**src/rtl/displayPkg.sv**
```systemverilog
// display geometry, colour codes and frame states shared by control and the pixel datapaths
package displayPkg;

	// visible screen size in pixels
	localparam int screenWidth = 320;
	localparam int screenHeight = 240;

	// column needs 9 bits for 0..319
	typedef logic [8:0] xCoord;
	// row fits in 8 bits for 0..239
	typedef logic [7:0] yCoord;

	// one bit per channel, red in the msb
	typedef logic [2:0] colourT;

	localparam colourT colBlack = 3'b000;
	localparam colourT colWhite = 3'b111;
	// overflow marker
	localparam colourT colRed = 3'b100;

	// frame sequence
	// idle waits for a frame start, clear blanks the screen, graph draws the bars
	typedef enum logic [1:0] {
		stIdle,
		stClear,
		stGraph
	} frameState;

endpackage

```
**src/rtl/notePkg.sv**
```systemverilog
// note codes, level format and bar layout for the thirteen-note bar graph
package notePkg;

	// one semitone per bar, A4 up to A5
	typedef enum logic [3:0] {
		noteA4,
		noteAs4,
		noteB4,
		noteC5,
		noteCs5,
		noteD5,
		noteDs5,
		noteE5,
		noteF5,
		noteFs5,
		noteG5,
		noteGs5,
		noteA5
	} noteT;

	localparam int noteCount = 13;

	// [11:8] overflow nibble, [7:0] magnitude
	typedef logic [11:0] levelT;

	// bar layout on screen
	localparam int barBaseX = 4;
	localparam int barPitch = 19;
	localparam int barWidth = 11;
	// bottom row shared by all bars
	localparam int barBottom = 219;
	// a zero magnitude puts the top here
	localparam int barFloor = 216;
	// full bar top, also the clamp for tall bars
	localparam int fullBarTop = 4;

endpackage

```
**src/rtl/barPlotter.sv**
```systemverilog
// bar graph datapath, walks every pixel of the thirteen note bars and colours them by level
`timescale 1ns/1ps

module barPlotter (
	input logic clk,
	input logic resetn,
	input logic runGraph,
	input notePkg::levelT readLevel,
	output notePkg::noteT readNote,
	output logic barValid,
	output logic barLast,
	output displayPkg::xCoord barX,
	output displayPkg::yCoord barY,
	output displayPkg::colourT barColour
);

	// tallest magnitude before the top hits the clamp
	localparam logic [7:0] maxMag = 8'(notePkg::barFloor - notePkg::fullBarTop);

	logic [3:0] noteIdx;
	logic [3:0] colCnt;
	// offset below the bar top
	displayPkg::yCoord rowOff;
	notePkg::levelT heldLevel;
	notePkg::levelT useLevel;
	displayPkg::yCoord barTop;
	logic firstPixel;
	logic overflow;
	logic lastCol;
	logic lastRow;
	logic lastNote;

	assign readNote = notePkg::noteT'(noteIdx);

	// top left pixel of a bar, level comes straight from the bank
	assign firstPixel = (colCnt == '0) && (rowOff == '0);
	assign useLevel = firstPixel ? readLevel : heldLevel;
	assign overflow = (useLevel[11:8] != 4'd0);

	// top row from level
	always_comb begin
		if (overflow)
			barTop = displayPkg::yCoord'(notePkg::fullBarTop);
		else if (useLevel[7:0] > maxMag)
			barTop = displayPkg::yCoord'(notePkg::fullBarTop);
		else
			barTop = displayPkg::yCoord'(notePkg::barFloor) - useLevel[7:0];
	end

	assign lastCol = (colCnt == 4'(notePkg::barWidth - 1));
	assign lastRow = (barY == displayPkg::yCoord'(notePkg::barBottom));
	assign lastNote = (noteIdx == 4'(notePkg::noteCount - 1));

	// note, row, column counters
	always_ff @(posedge clk) begin
		if (resetn) begin
			noteIdx <= '0;
			colCnt <= '0;
			rowOff <= '0;
		end else if (runGraph) begin
			if (!lastCol) begin
				colCnt <= colCnt + 1'b1;
			end else begin
				colCnt <= '0;
				if (!lastRow) begin
					rowOff <= rowOff + 1'b1;
				end else begin
					// bar done, on to the next note
					rowOff <= '0;
					noteIdx <= lastNote ? '0 : noteIdx + 1'b1;
				end
			end
		end
	end

	// latch on the bar's first pixel, held for the rest of the bar
	always_ff @(posedge clk) begin
		if (runGraph && firstPixel)
			heldLevel <= readLevel;
	end

	// pixel position
	assign barX = displayPkg::xCoord'(notePkg::barBaseX)
		+ displayPkg::xCoord'(noteIdx) * displayPkg::xCoord'(notePkg::barPitch)
		+ displayPkg::xCoord'(colCnt);
	assign barY = barTop + rowOff;

	assign barColour = overflow ? displayPkg::colRed : displayPkg::colWhite;
	assign barValid = runGraph;
	// last column, bottom row of A5
	assign barLast = runGraph && lastNote && lastCol && lastRow;

endmodule

```
**src/rtl/frameControl.sv**
```systemverilog
// frame FSM, runs clear then graph per frame start and registers the selected pixel out
`timescale 1ns/1ps

module frameControl (
	input logic clk,
	input logic resetn,
	input logic frameStart,
	input logic clearValid,
	input logic clearLast,
	input logic barValid,
	input logic barLast,
	input displayPkg::xCoord clearX,
	input displayPkg::xCoord barX,
	input displayPkg::yCoord clearY,
	input displayPkg::yCoord barY,
	input displayPkg::colourT barColour,
	output logic runClear,
	output logic runGraph,
	output logic plot,
	output displayPkg::xCoord x,
	output displayPkg::yCoord y,
	output displayPkg::colourT colour,
	output displayPkg::frameState currentState
);

	displayPkg::frameState state;
	displayPkg::frameState nextState;

	// next state
	// frame starts only count in idle
	always_comb begin
		nextState = state;
		case (state)
			displayPkg::stIdle:
				if (frameStart)
					nextState = displayPkg::stClear;
			displayPkg::stClear:
				if (clearLast)
					nextState = displayPkg::stGraph;
			displayPkg::stGraph:
				if (barLast)
					nextState = displayPkg::stIdle;
			default:
				nextState = displayPkg::stIdle;
		endcase
	end

	always_ff @(posedge clk) begin
		if (resetn)
			state <= displayPkg::stIdle;
		else
			state <= nextState;
	end

	// run levels straight from the state
	assign runClear = (state == displayPkg::stClear);
	assign runGraph = (state == displayPkg::stGraph);

	// reported state moves with the registered pixel,
	// so it reads idle once the last bar pixel has left
	always_ff @(posedge clk) begin
		if (resetn) begin
			plot <= 1'b0;
			currentState <= displayPkg::stIdle;
		end else begin
			plot <= (runClear && clearValid) || (runGraph && barValid);
			currentState <= state;
		end
	end

	// pixel payload
	always_ff @(posedge clk) begin
		if (runClear) begin
			x <= clearX;
			y <= clearY;
			colour <= displayPkg::colBlack;
		end else begin
			x <= barX;
			y <= barY;
			colour <= barColour;
		end
	end

endmodule

```
**src/rtl/levelBank.sv**
```systemverilog
// level register file, one entry per note, written from outside and read by the bar plotter
`timescale 1ns/1ps

module levelBank (
	input logic clk,
	input logic resetn,
	input logic levelWe,
	input notePkg::noteT levelNote,
	input notePkg::noteT readNote,
	input notePkg::levelT levelValue,
	output notePkg::levelT readLevel
);

	notePkg::levelT levels [notePkg::noteCount];

	always_ff @(posedge clk) begin
		if (resetn) begin
			for (int i = 0; i < notePkg::noteCount; i++)
				levels[i] <= '0;
		end else if (levelWe && (levelNote <= notePkg::noteA5)) begin
			// codes past A5 have no entry, drop them
			levels[levelNote] <= levelValue;
		end
	end

	// async read port
	// out of range reads give zero
	assign readLevel = (readNote <= notePkg::noteA5) ? levels[readNote] : '0;

endmodule

```
**src/rtl/refreshTimer.sv**
```systemverilog
// refresh timer, divides the clock into ticks and pulses frameStart once per frame period
`timescale 1ns/1ps

module refreshTimer #(
	parameter int tickDivide = 833334,
	parameter int ticksPerFrame = 30
) (
	input logic clk,
	input logic resetn,
	output logic frameStart
);

	// counter widths, at least one bit each
	localparam int tickW = $clog2(tickDivide > 1 ? tickDivide : 2);
	localparam int frameW = $clog2(ticksPerFrame > 1 ? ticksPerFrame : 2);

	logic [tickW-1:0] tickCnt;
	logic [frameW-1:0] frameCnt;
	logic tick;

	// tick when the divider runs out
	assign tick = (tickCnt == '0);

	always_ff @(posedge clk) begin
		if (resetn) begin
			tickCnt <= '0;
			frameCnt <= '0;
		end else begin
			// divider reload on underflow
			if (tick)
				tickCnt <= tickW'(tickDivide - 1);
			else
				tickCnt <= tickCnt - 1'b1;
			// frame count only moves on ticks
			if (tick) begin
				if (frameCnt == '0)
					frameCnt <= frameW'(ticksPerFrame - 1);
				else
					frameCnt <= frameCnt - 1'b1;
			end
		end
	end

	// both at zero, one cycle per frame period
	assign frameStart = tick && (frameCnt == '0);

endmodule

```
**src/rtl/screenClear.sv**
```systemverilog
// screen clear datapath, gives every screen coordinate once in raster order while enabled
`timescale 1ns/1ps

module screenClear (
	input logic clk,
	input logic resetn,
	input logic runClear,
	output logic clearValid,
	output logic clearLast,
	output displayPkg::xCoord clearX,
	output displayPkg::yCoord clearY
);

	localparam displayPkg::xCoord lastX = displayPkg::xCoord'(displayPkg::screenWidth - 1);
	localparam displayPkg::yCoord lastY = displayPkg::yCoord'(displayPkg::screenHeight - 1);

	logic endOfRow;

	assign endOfRow = (clearX == lastX);

	// column runs fastest, row steps at end of each line
	always_ff @(posedge clk) begin
		if (resetn) begin
			clearX <= '0;
			clearY <= '0;
		end else if (runClear) begin
			if (endOfRow) begin
				clearX <= '0;
				// wrap to origin after the final pixel
				if (clearY == lastY)
					clearY <= '0;
				else
					clearY <= clearY + 1'b1;
			end else begin
				clearX <= clearX + 1'b1;
			end
		end
	end

	// one pixel every enabled cycle
	assign clearValid = runClear;
	// flagged with the bottom right pixel
	assign clearLast = runClear && endOfRow && (clearY == lastY);

endmodule

```
**src/rtl/spectrumDisplay.sv**
```systemverilog
// top level of the note bar graph, timer, level bank, clear and bar datapaths under frame control
`timescale 1ns/1ps

module spectrumDisplay #(
	parameter int tickDivide = 833334,
	parameter int ticksPerFrame = 30
) (
	input logic clk,
	input logic resetn,
	input logic levelWe,
	input notePkg::noteT levelNote,
	input notePkg::levelT levelValue,
	output logic plot,
	output displayPkg::xCoord x,
	output displayPkg::yCoord y,
	output displayPkg::colourT colour,
	output displayPkg::frameState currentState
);

	logic frameStart;
	logic runClear;
	logic runGraph;
	// clear datapath
	logic clearValid;
	logic clearLast;
	displayPkg::xCoord clearX;
	displayPkg::yCoord clearY;
	// bar datapath
	logic barValid;
	logic barLast;
	displayPkg::xCoord barX;
	displayPkg::yCoord barY;
	displayPkg::colourT barColour;
	// level read port
	notePkg::noteT readNote;
	notePkg::levelT readLevel;

	refreshTimer #(
		.tickDivide(tickDivide),
		.ticksPerFrame(ticksPerFrame)
	) timer (
		.clk(clk),
		.resetn(resetn),
		.frameStart(frameStart)
	);

	levelBank bank (
		.clk(clk),
		.resetn(resetn),
		.levelWe(levelWe),
		.levelNote(levelNote),
		.readNote(readNote),
		.levelValue(levelValue),
		.readLevel(readLevel)
	);

	screenClear clearPath (
		.clk(clk),
		.resetn(resetn),
		.runClear(runClear),
		.clearValid(clearValid),
		.clearLast(clearLast),
		.clearX(clearX),
		.clearY(clearY)
	);

	barPlotter barPath (
		.clk(clk),
		.resetn(resetn),
		.runGraph(runGraph),
		.readLevel(readLevel),
		.readNote(readNote),
		.barValid(barValid),
		.barLast(barLast),
		.barX(barX),
		.barY(barY),
		.barColour(barColour)
	);

	frameControl ctrl (
		.clk(clk),
		.resetn(resetn),
		.frameStart(frameStart),
		.clearValid(clearValid),
		.clearLast(clearLast),
		.barValid(barValid),
		.barLast(barLast),
		.clearX(clearX),
		.barX(barX),
		.clearY(clearY),
		.barY(barY),
		.barColour(barColour),
		.runClear(runClear),
		.runGraph(runGraph),
		.plot(plot),
		.x(x),
		.y(y),
		.colour(colour),
		.currentState(currentState)
	);

endmodule

```
**config.mk**
```make
export PLATFORM = sky130hd
export DESIGN_NAME = spectrumDisplay
export DESIGN_NICKNAME = d
export VERILOG_FILES = /design/src/rtl/displayPkg.sv /design/src/rtl/notePkg.sv /design/src/rtl/barPlotter.sv /design/src/rtl/frameControl.sv /design/src/rtl/levelBank.sv /design/src/rtl/refreshTimer.sv /design/src/rtl/screenClear.sv /design/src/rtl/spectrumDisplay.sv
export SDC_FILE = /design/constraint.sdc
export NUM_CORES = 1
export LEC_CHECK = 0
export ABC_AREA = 1
export BUFFER_PORTS_ARGS = -buffer_cell sky130_fd_sc_hd__buf_4
export CAP_MARGIN = 15
export CORE_MARGIN = 5
export CORE_UTILIZATION = 50
export DETAILED_ROUTE_END_ITERATION = 8
export GPL_ROUTABILITY_DRIVEN = 0
export PLACE_DENSITY = 0.76
export SLEW_MARGIN = 10
export SYNTH_ARGS = -nofsm -noshare
export SYNTH_HDL_FRONTEND = slang
export SYNTH_SLANG_ARGS = --single-unit
```
**constraint.sdc**
```tcl
create_clock -name clk -period 5.2 [get_ports clk]
set_input_delay 0.26 -clock clk [delete_from_list [all_inputs] [get_ports clk]]
set_output_delay 0.26 -clock clk [all_outputs]
set_load 0.005 [all_outputs]
```
==> run summary <==
The final core utilization is 0.577, and the proportion of register bits with asynchronous set or reset after synthesis is 0. In this run, synthesis inferred 204 flip-flops with an integrated enable. The antenna diode count is 0, and the pin count of the biggest net entering global routing is 74.

For the net count reported at finish, the log shows 1,716. The logs give 21.7 mm for the detailed-placement wirelength estimate and 0 for the number of violations of the max-capacitance limit. Fraction of layout instances using a drive strength above 1: 0.0977.

For this design the ratio of total power to cell area is 369 nW/um2. In this run the tool buffered the top-level ports with 41 buffer cells. Summed over all failing endpoints, the final setup total negative slack is 0 ns. For the number of warnings reported in the yosys synthesis log, the log shows 0. Number of global-route vias before repair: 10,400.

The run gives 0 as the count of endpoints failing setup in the final report. In the layout the commonest cells are sky130_fd_sc_hd__nor2_1, sky130_fd_sc_hd__nand2_1, sky130_fd_sc_hd__edfxtp_1. The worst-skew pair later-pin latency came out at 0.55 ns.

The die covers 31,400 um2. After synthesis, the mean cell area works out to 8.90 um2. The number of H-tree levels is 1.

The average wire per cell in the routed design is 16.5 um, and the number of placed instances, taps included is 1,970. The effective utilization at floorplan came out at 0.505. The cell that appears most often on the critical path is sky130_fd_sc_hd__nand2_1. Among all stages on the critical path, the largest delay is contributed by sky130_fd_sc_hd__dfxtp_4. The longest clock path from root to sink contains 3 buffers. Summed over all layers, the global routing overflow is 0. The register area share after synthesis was 0.561; the total via count after detailed routing was 11,000.

The number of antenna violations at the first check in global routing was 0; the count of distinct cell types in the synthesized netlist was 46. The ratio of routed vias to standard cells works out to 5.35. CTS placed an instance of sky130_fd_sc_hd__clkbuf_16 at the clock tree root. The layout has 2,295 filler cells. The fraction of the cycle the final worst path needs is 0.929. The tools report the critical path capture point type as a register.

By startpoint and endpoint, the worst setup path is classified as reg -> reg. The post-CTS clock slew at the launch and capture registers of the worst setup and hold paths came out at 0.06 ns. Setup repair after global routing left no endpoint under its margin. The most instantiated flip-flop cell in the synthesis netlist was sky130_fd_sc_hd__edfxtp_1. The max-slew headroom at the worst pin is 0.384.

STA classifies the critical path startpoint as a register. Data arrives at the worst endpoint at 5.25 ns. At the pin with the least slew margin, the transition time is 0.921 ns. The worst-case IR drop observed on VDD is 0.338 mV.

The post-layout instance count excluding filler cells is 2,056. The delay of the slowest cell on the worst path works out to 0.45 ns. From synthesis to final layout, the design area changed by 14.3%. The cell area after synthesis was 14,000 um2. Leaving out fill and tap cells, the most frequent cell in the layout is sky130_fd_sc_hd__nor2_1. Leakage power figure: 6.73 nW. CTS saw 290 sinks. The logs give 0.209 for the total global-route track usage and 5.62 ns for the required arrival time at the worst endpoint.

The die is 177 um wide. TritonCTS built the clock tree. The number of failing hold endpoints at the final stage was 0. The run finished with clean final reports. The max-slew violation total from the final report came out at 0. The logs give 1,571 for the cell count after synthesis and 1,324 for the violation count after the first detailed-route iteration. The die outline height was 177 um; the clock skew after layout was 0.0112 ns.

For the antenna violation net count after detailed routing, the log shows 0. The path class of the tightest hold or removal check is in -> reg. The core outline area was 27,700 um2; the total detailed-routing wirelength was 33.9 mm. For this run, design rule violations remaining after detail routing come to 0. Global-route wire length before repair: 52.4 mm. The placement row count is 61, and the maximum net fanout on the critical path is 27. The number of clock buffers inserted by TritonCTS is 30, and the number of synthesized register bits is 290.

For this run, the top clock speed supported by timing is 207 MHz. For this run, the detailed router's first-pass iteration total came to 6. After layout, the minimum clock period comes to 4.83 ns. For this design the top-level I/O count stands at 42.
[registers in the layout, summed over array words and instances (netlist names), 5 cells and up, named ones only]
signal	cells
bank.levels	192
barPath.heldLevel	12
barPath.rowOff	8
clearPath.clearX	9
clearPath.clearY	8
ctrl.x	9
ctrl.y	8
timer.frameCnt	5
timer.tickCnt	20
[final cells by class]
class | instances | area [um2] | share of cell area
clock inverters | 21 | 140 | 0.00877
flip-flops and latches | 290 | 7850 | 0.491
inverters | 168 | 649 | 0.0406
repair inverters | 2 | 17.5 | 0.00110
repair buffers | 91 | 790 | 0.0494
multi-input cells | 1071 | 5270 | 0.330
clock buffers | 35 | 791 | 0.0495
well taps | 378 | 473 | 0.0296
[critical path, delay by kind of cell (launching register included)]
kind	cells	cell delay (ns)
simple gates	18	1.90
compound gates	4	0.82
fa+ha+maj	3	0.76
buf+inv	6	0.53
flops	1	0.45
xor+xnor	1	0.23
[what timing repair did]
action / in CTS / in global routing
setup endpoints to repair: 0 / 16
buffers inserted: 0 / 13
gates resized for setup: 0 / 18
hold buffers: 12 / 0
endpoints found under the hold margin: 36 / 0
[where the power goes]
part           switching [mW]  internal, mW
logic                   0.643         0.376
clock network           0.880          1.14
registers               0.129          2.73
total                    1.65          4.24
[per-layer routing]
metal,part of all wire,track usage
met5,0,0
met4,0.034,0.0803
met3,0.10,0.0387
met2,0.47,0.350
met1,0.39,0.271
[logic make-up (layout without fill, tap and decap cells)]
| family | count (synthesis) | after routing | synth area share |
|---|---|---|---|
| AOI/OAI and AO/OA | 185 | 185 | 0.0750 |
| xor gates and xnor gates | 25 | 25 | 0.0157 |
| adders and majority gates | 43 | 43 | 0.0406 |
| buffers and inverters | 246 | 317 | 0.0736 |
| DFF | 290 | 290 | 0.561 |
| muxes | 1 | 1 | 0.000716 |
| other | 1 | 36 | 0.000268 |
| and+or+nand+nor | 780 | 781 | 0.233 |
[Yosys cell counts, drive strengths merged (2+ instances only)]
master  count  area (um2)
buf        37         241
o21a        2        15.0
nand3b      2        15.0
inv       168         633
xnor2       8        70.1
dfxtp      86        1720
a21oi      45         236
or2        12        75.1
nand3     109         566
nand4      12        75.1
nand2     282        1070
o21ai      99         495
nor3       27         146
xor2       17         149
clkbuf     41         154
edfxtp    204        6130
nor2      322        1220
a211oi      7        52.6
o211ai     25         193
nor4       11        75.1
ha         39         488
and2        2        12.5
a31oi       2        12.5
fa          4        80.1
o31ai       3        27.5
[worst paths after layout]
path	depth (start not counted)	endpoint	slack (ns)	from
hold reg to reg	1	timer.tickCnt[0]$_SDFF_PP0_	0.47	timer.tickCnt[0]$_SDFF_PP0_
setup / recovery	32	register	0.37	register
hold / removal	2	timer.frameCnt[1]$_SDFFE_PP0P_	0.08	resetn
setup reg to reg	32	register	0.37	register
[metrics by stage]
stage	cell area [um2]	hold WS, ns	setup WS (ns)	power (mW)
2_1_floorplan	14100	0.339	0.783	3.60
3_3_place_gp	14700	0.453	0.394	3.83
3_5_place_dp	14700	0.458	0.140	3.88
4_1_cts	15800	0.0739	0.106	5.88
5_1_grt	16000	0.0931	0.0125	6.19
6_report	16000	0.0829	0.367	5.89
Power figures use the tool's default switching activity.
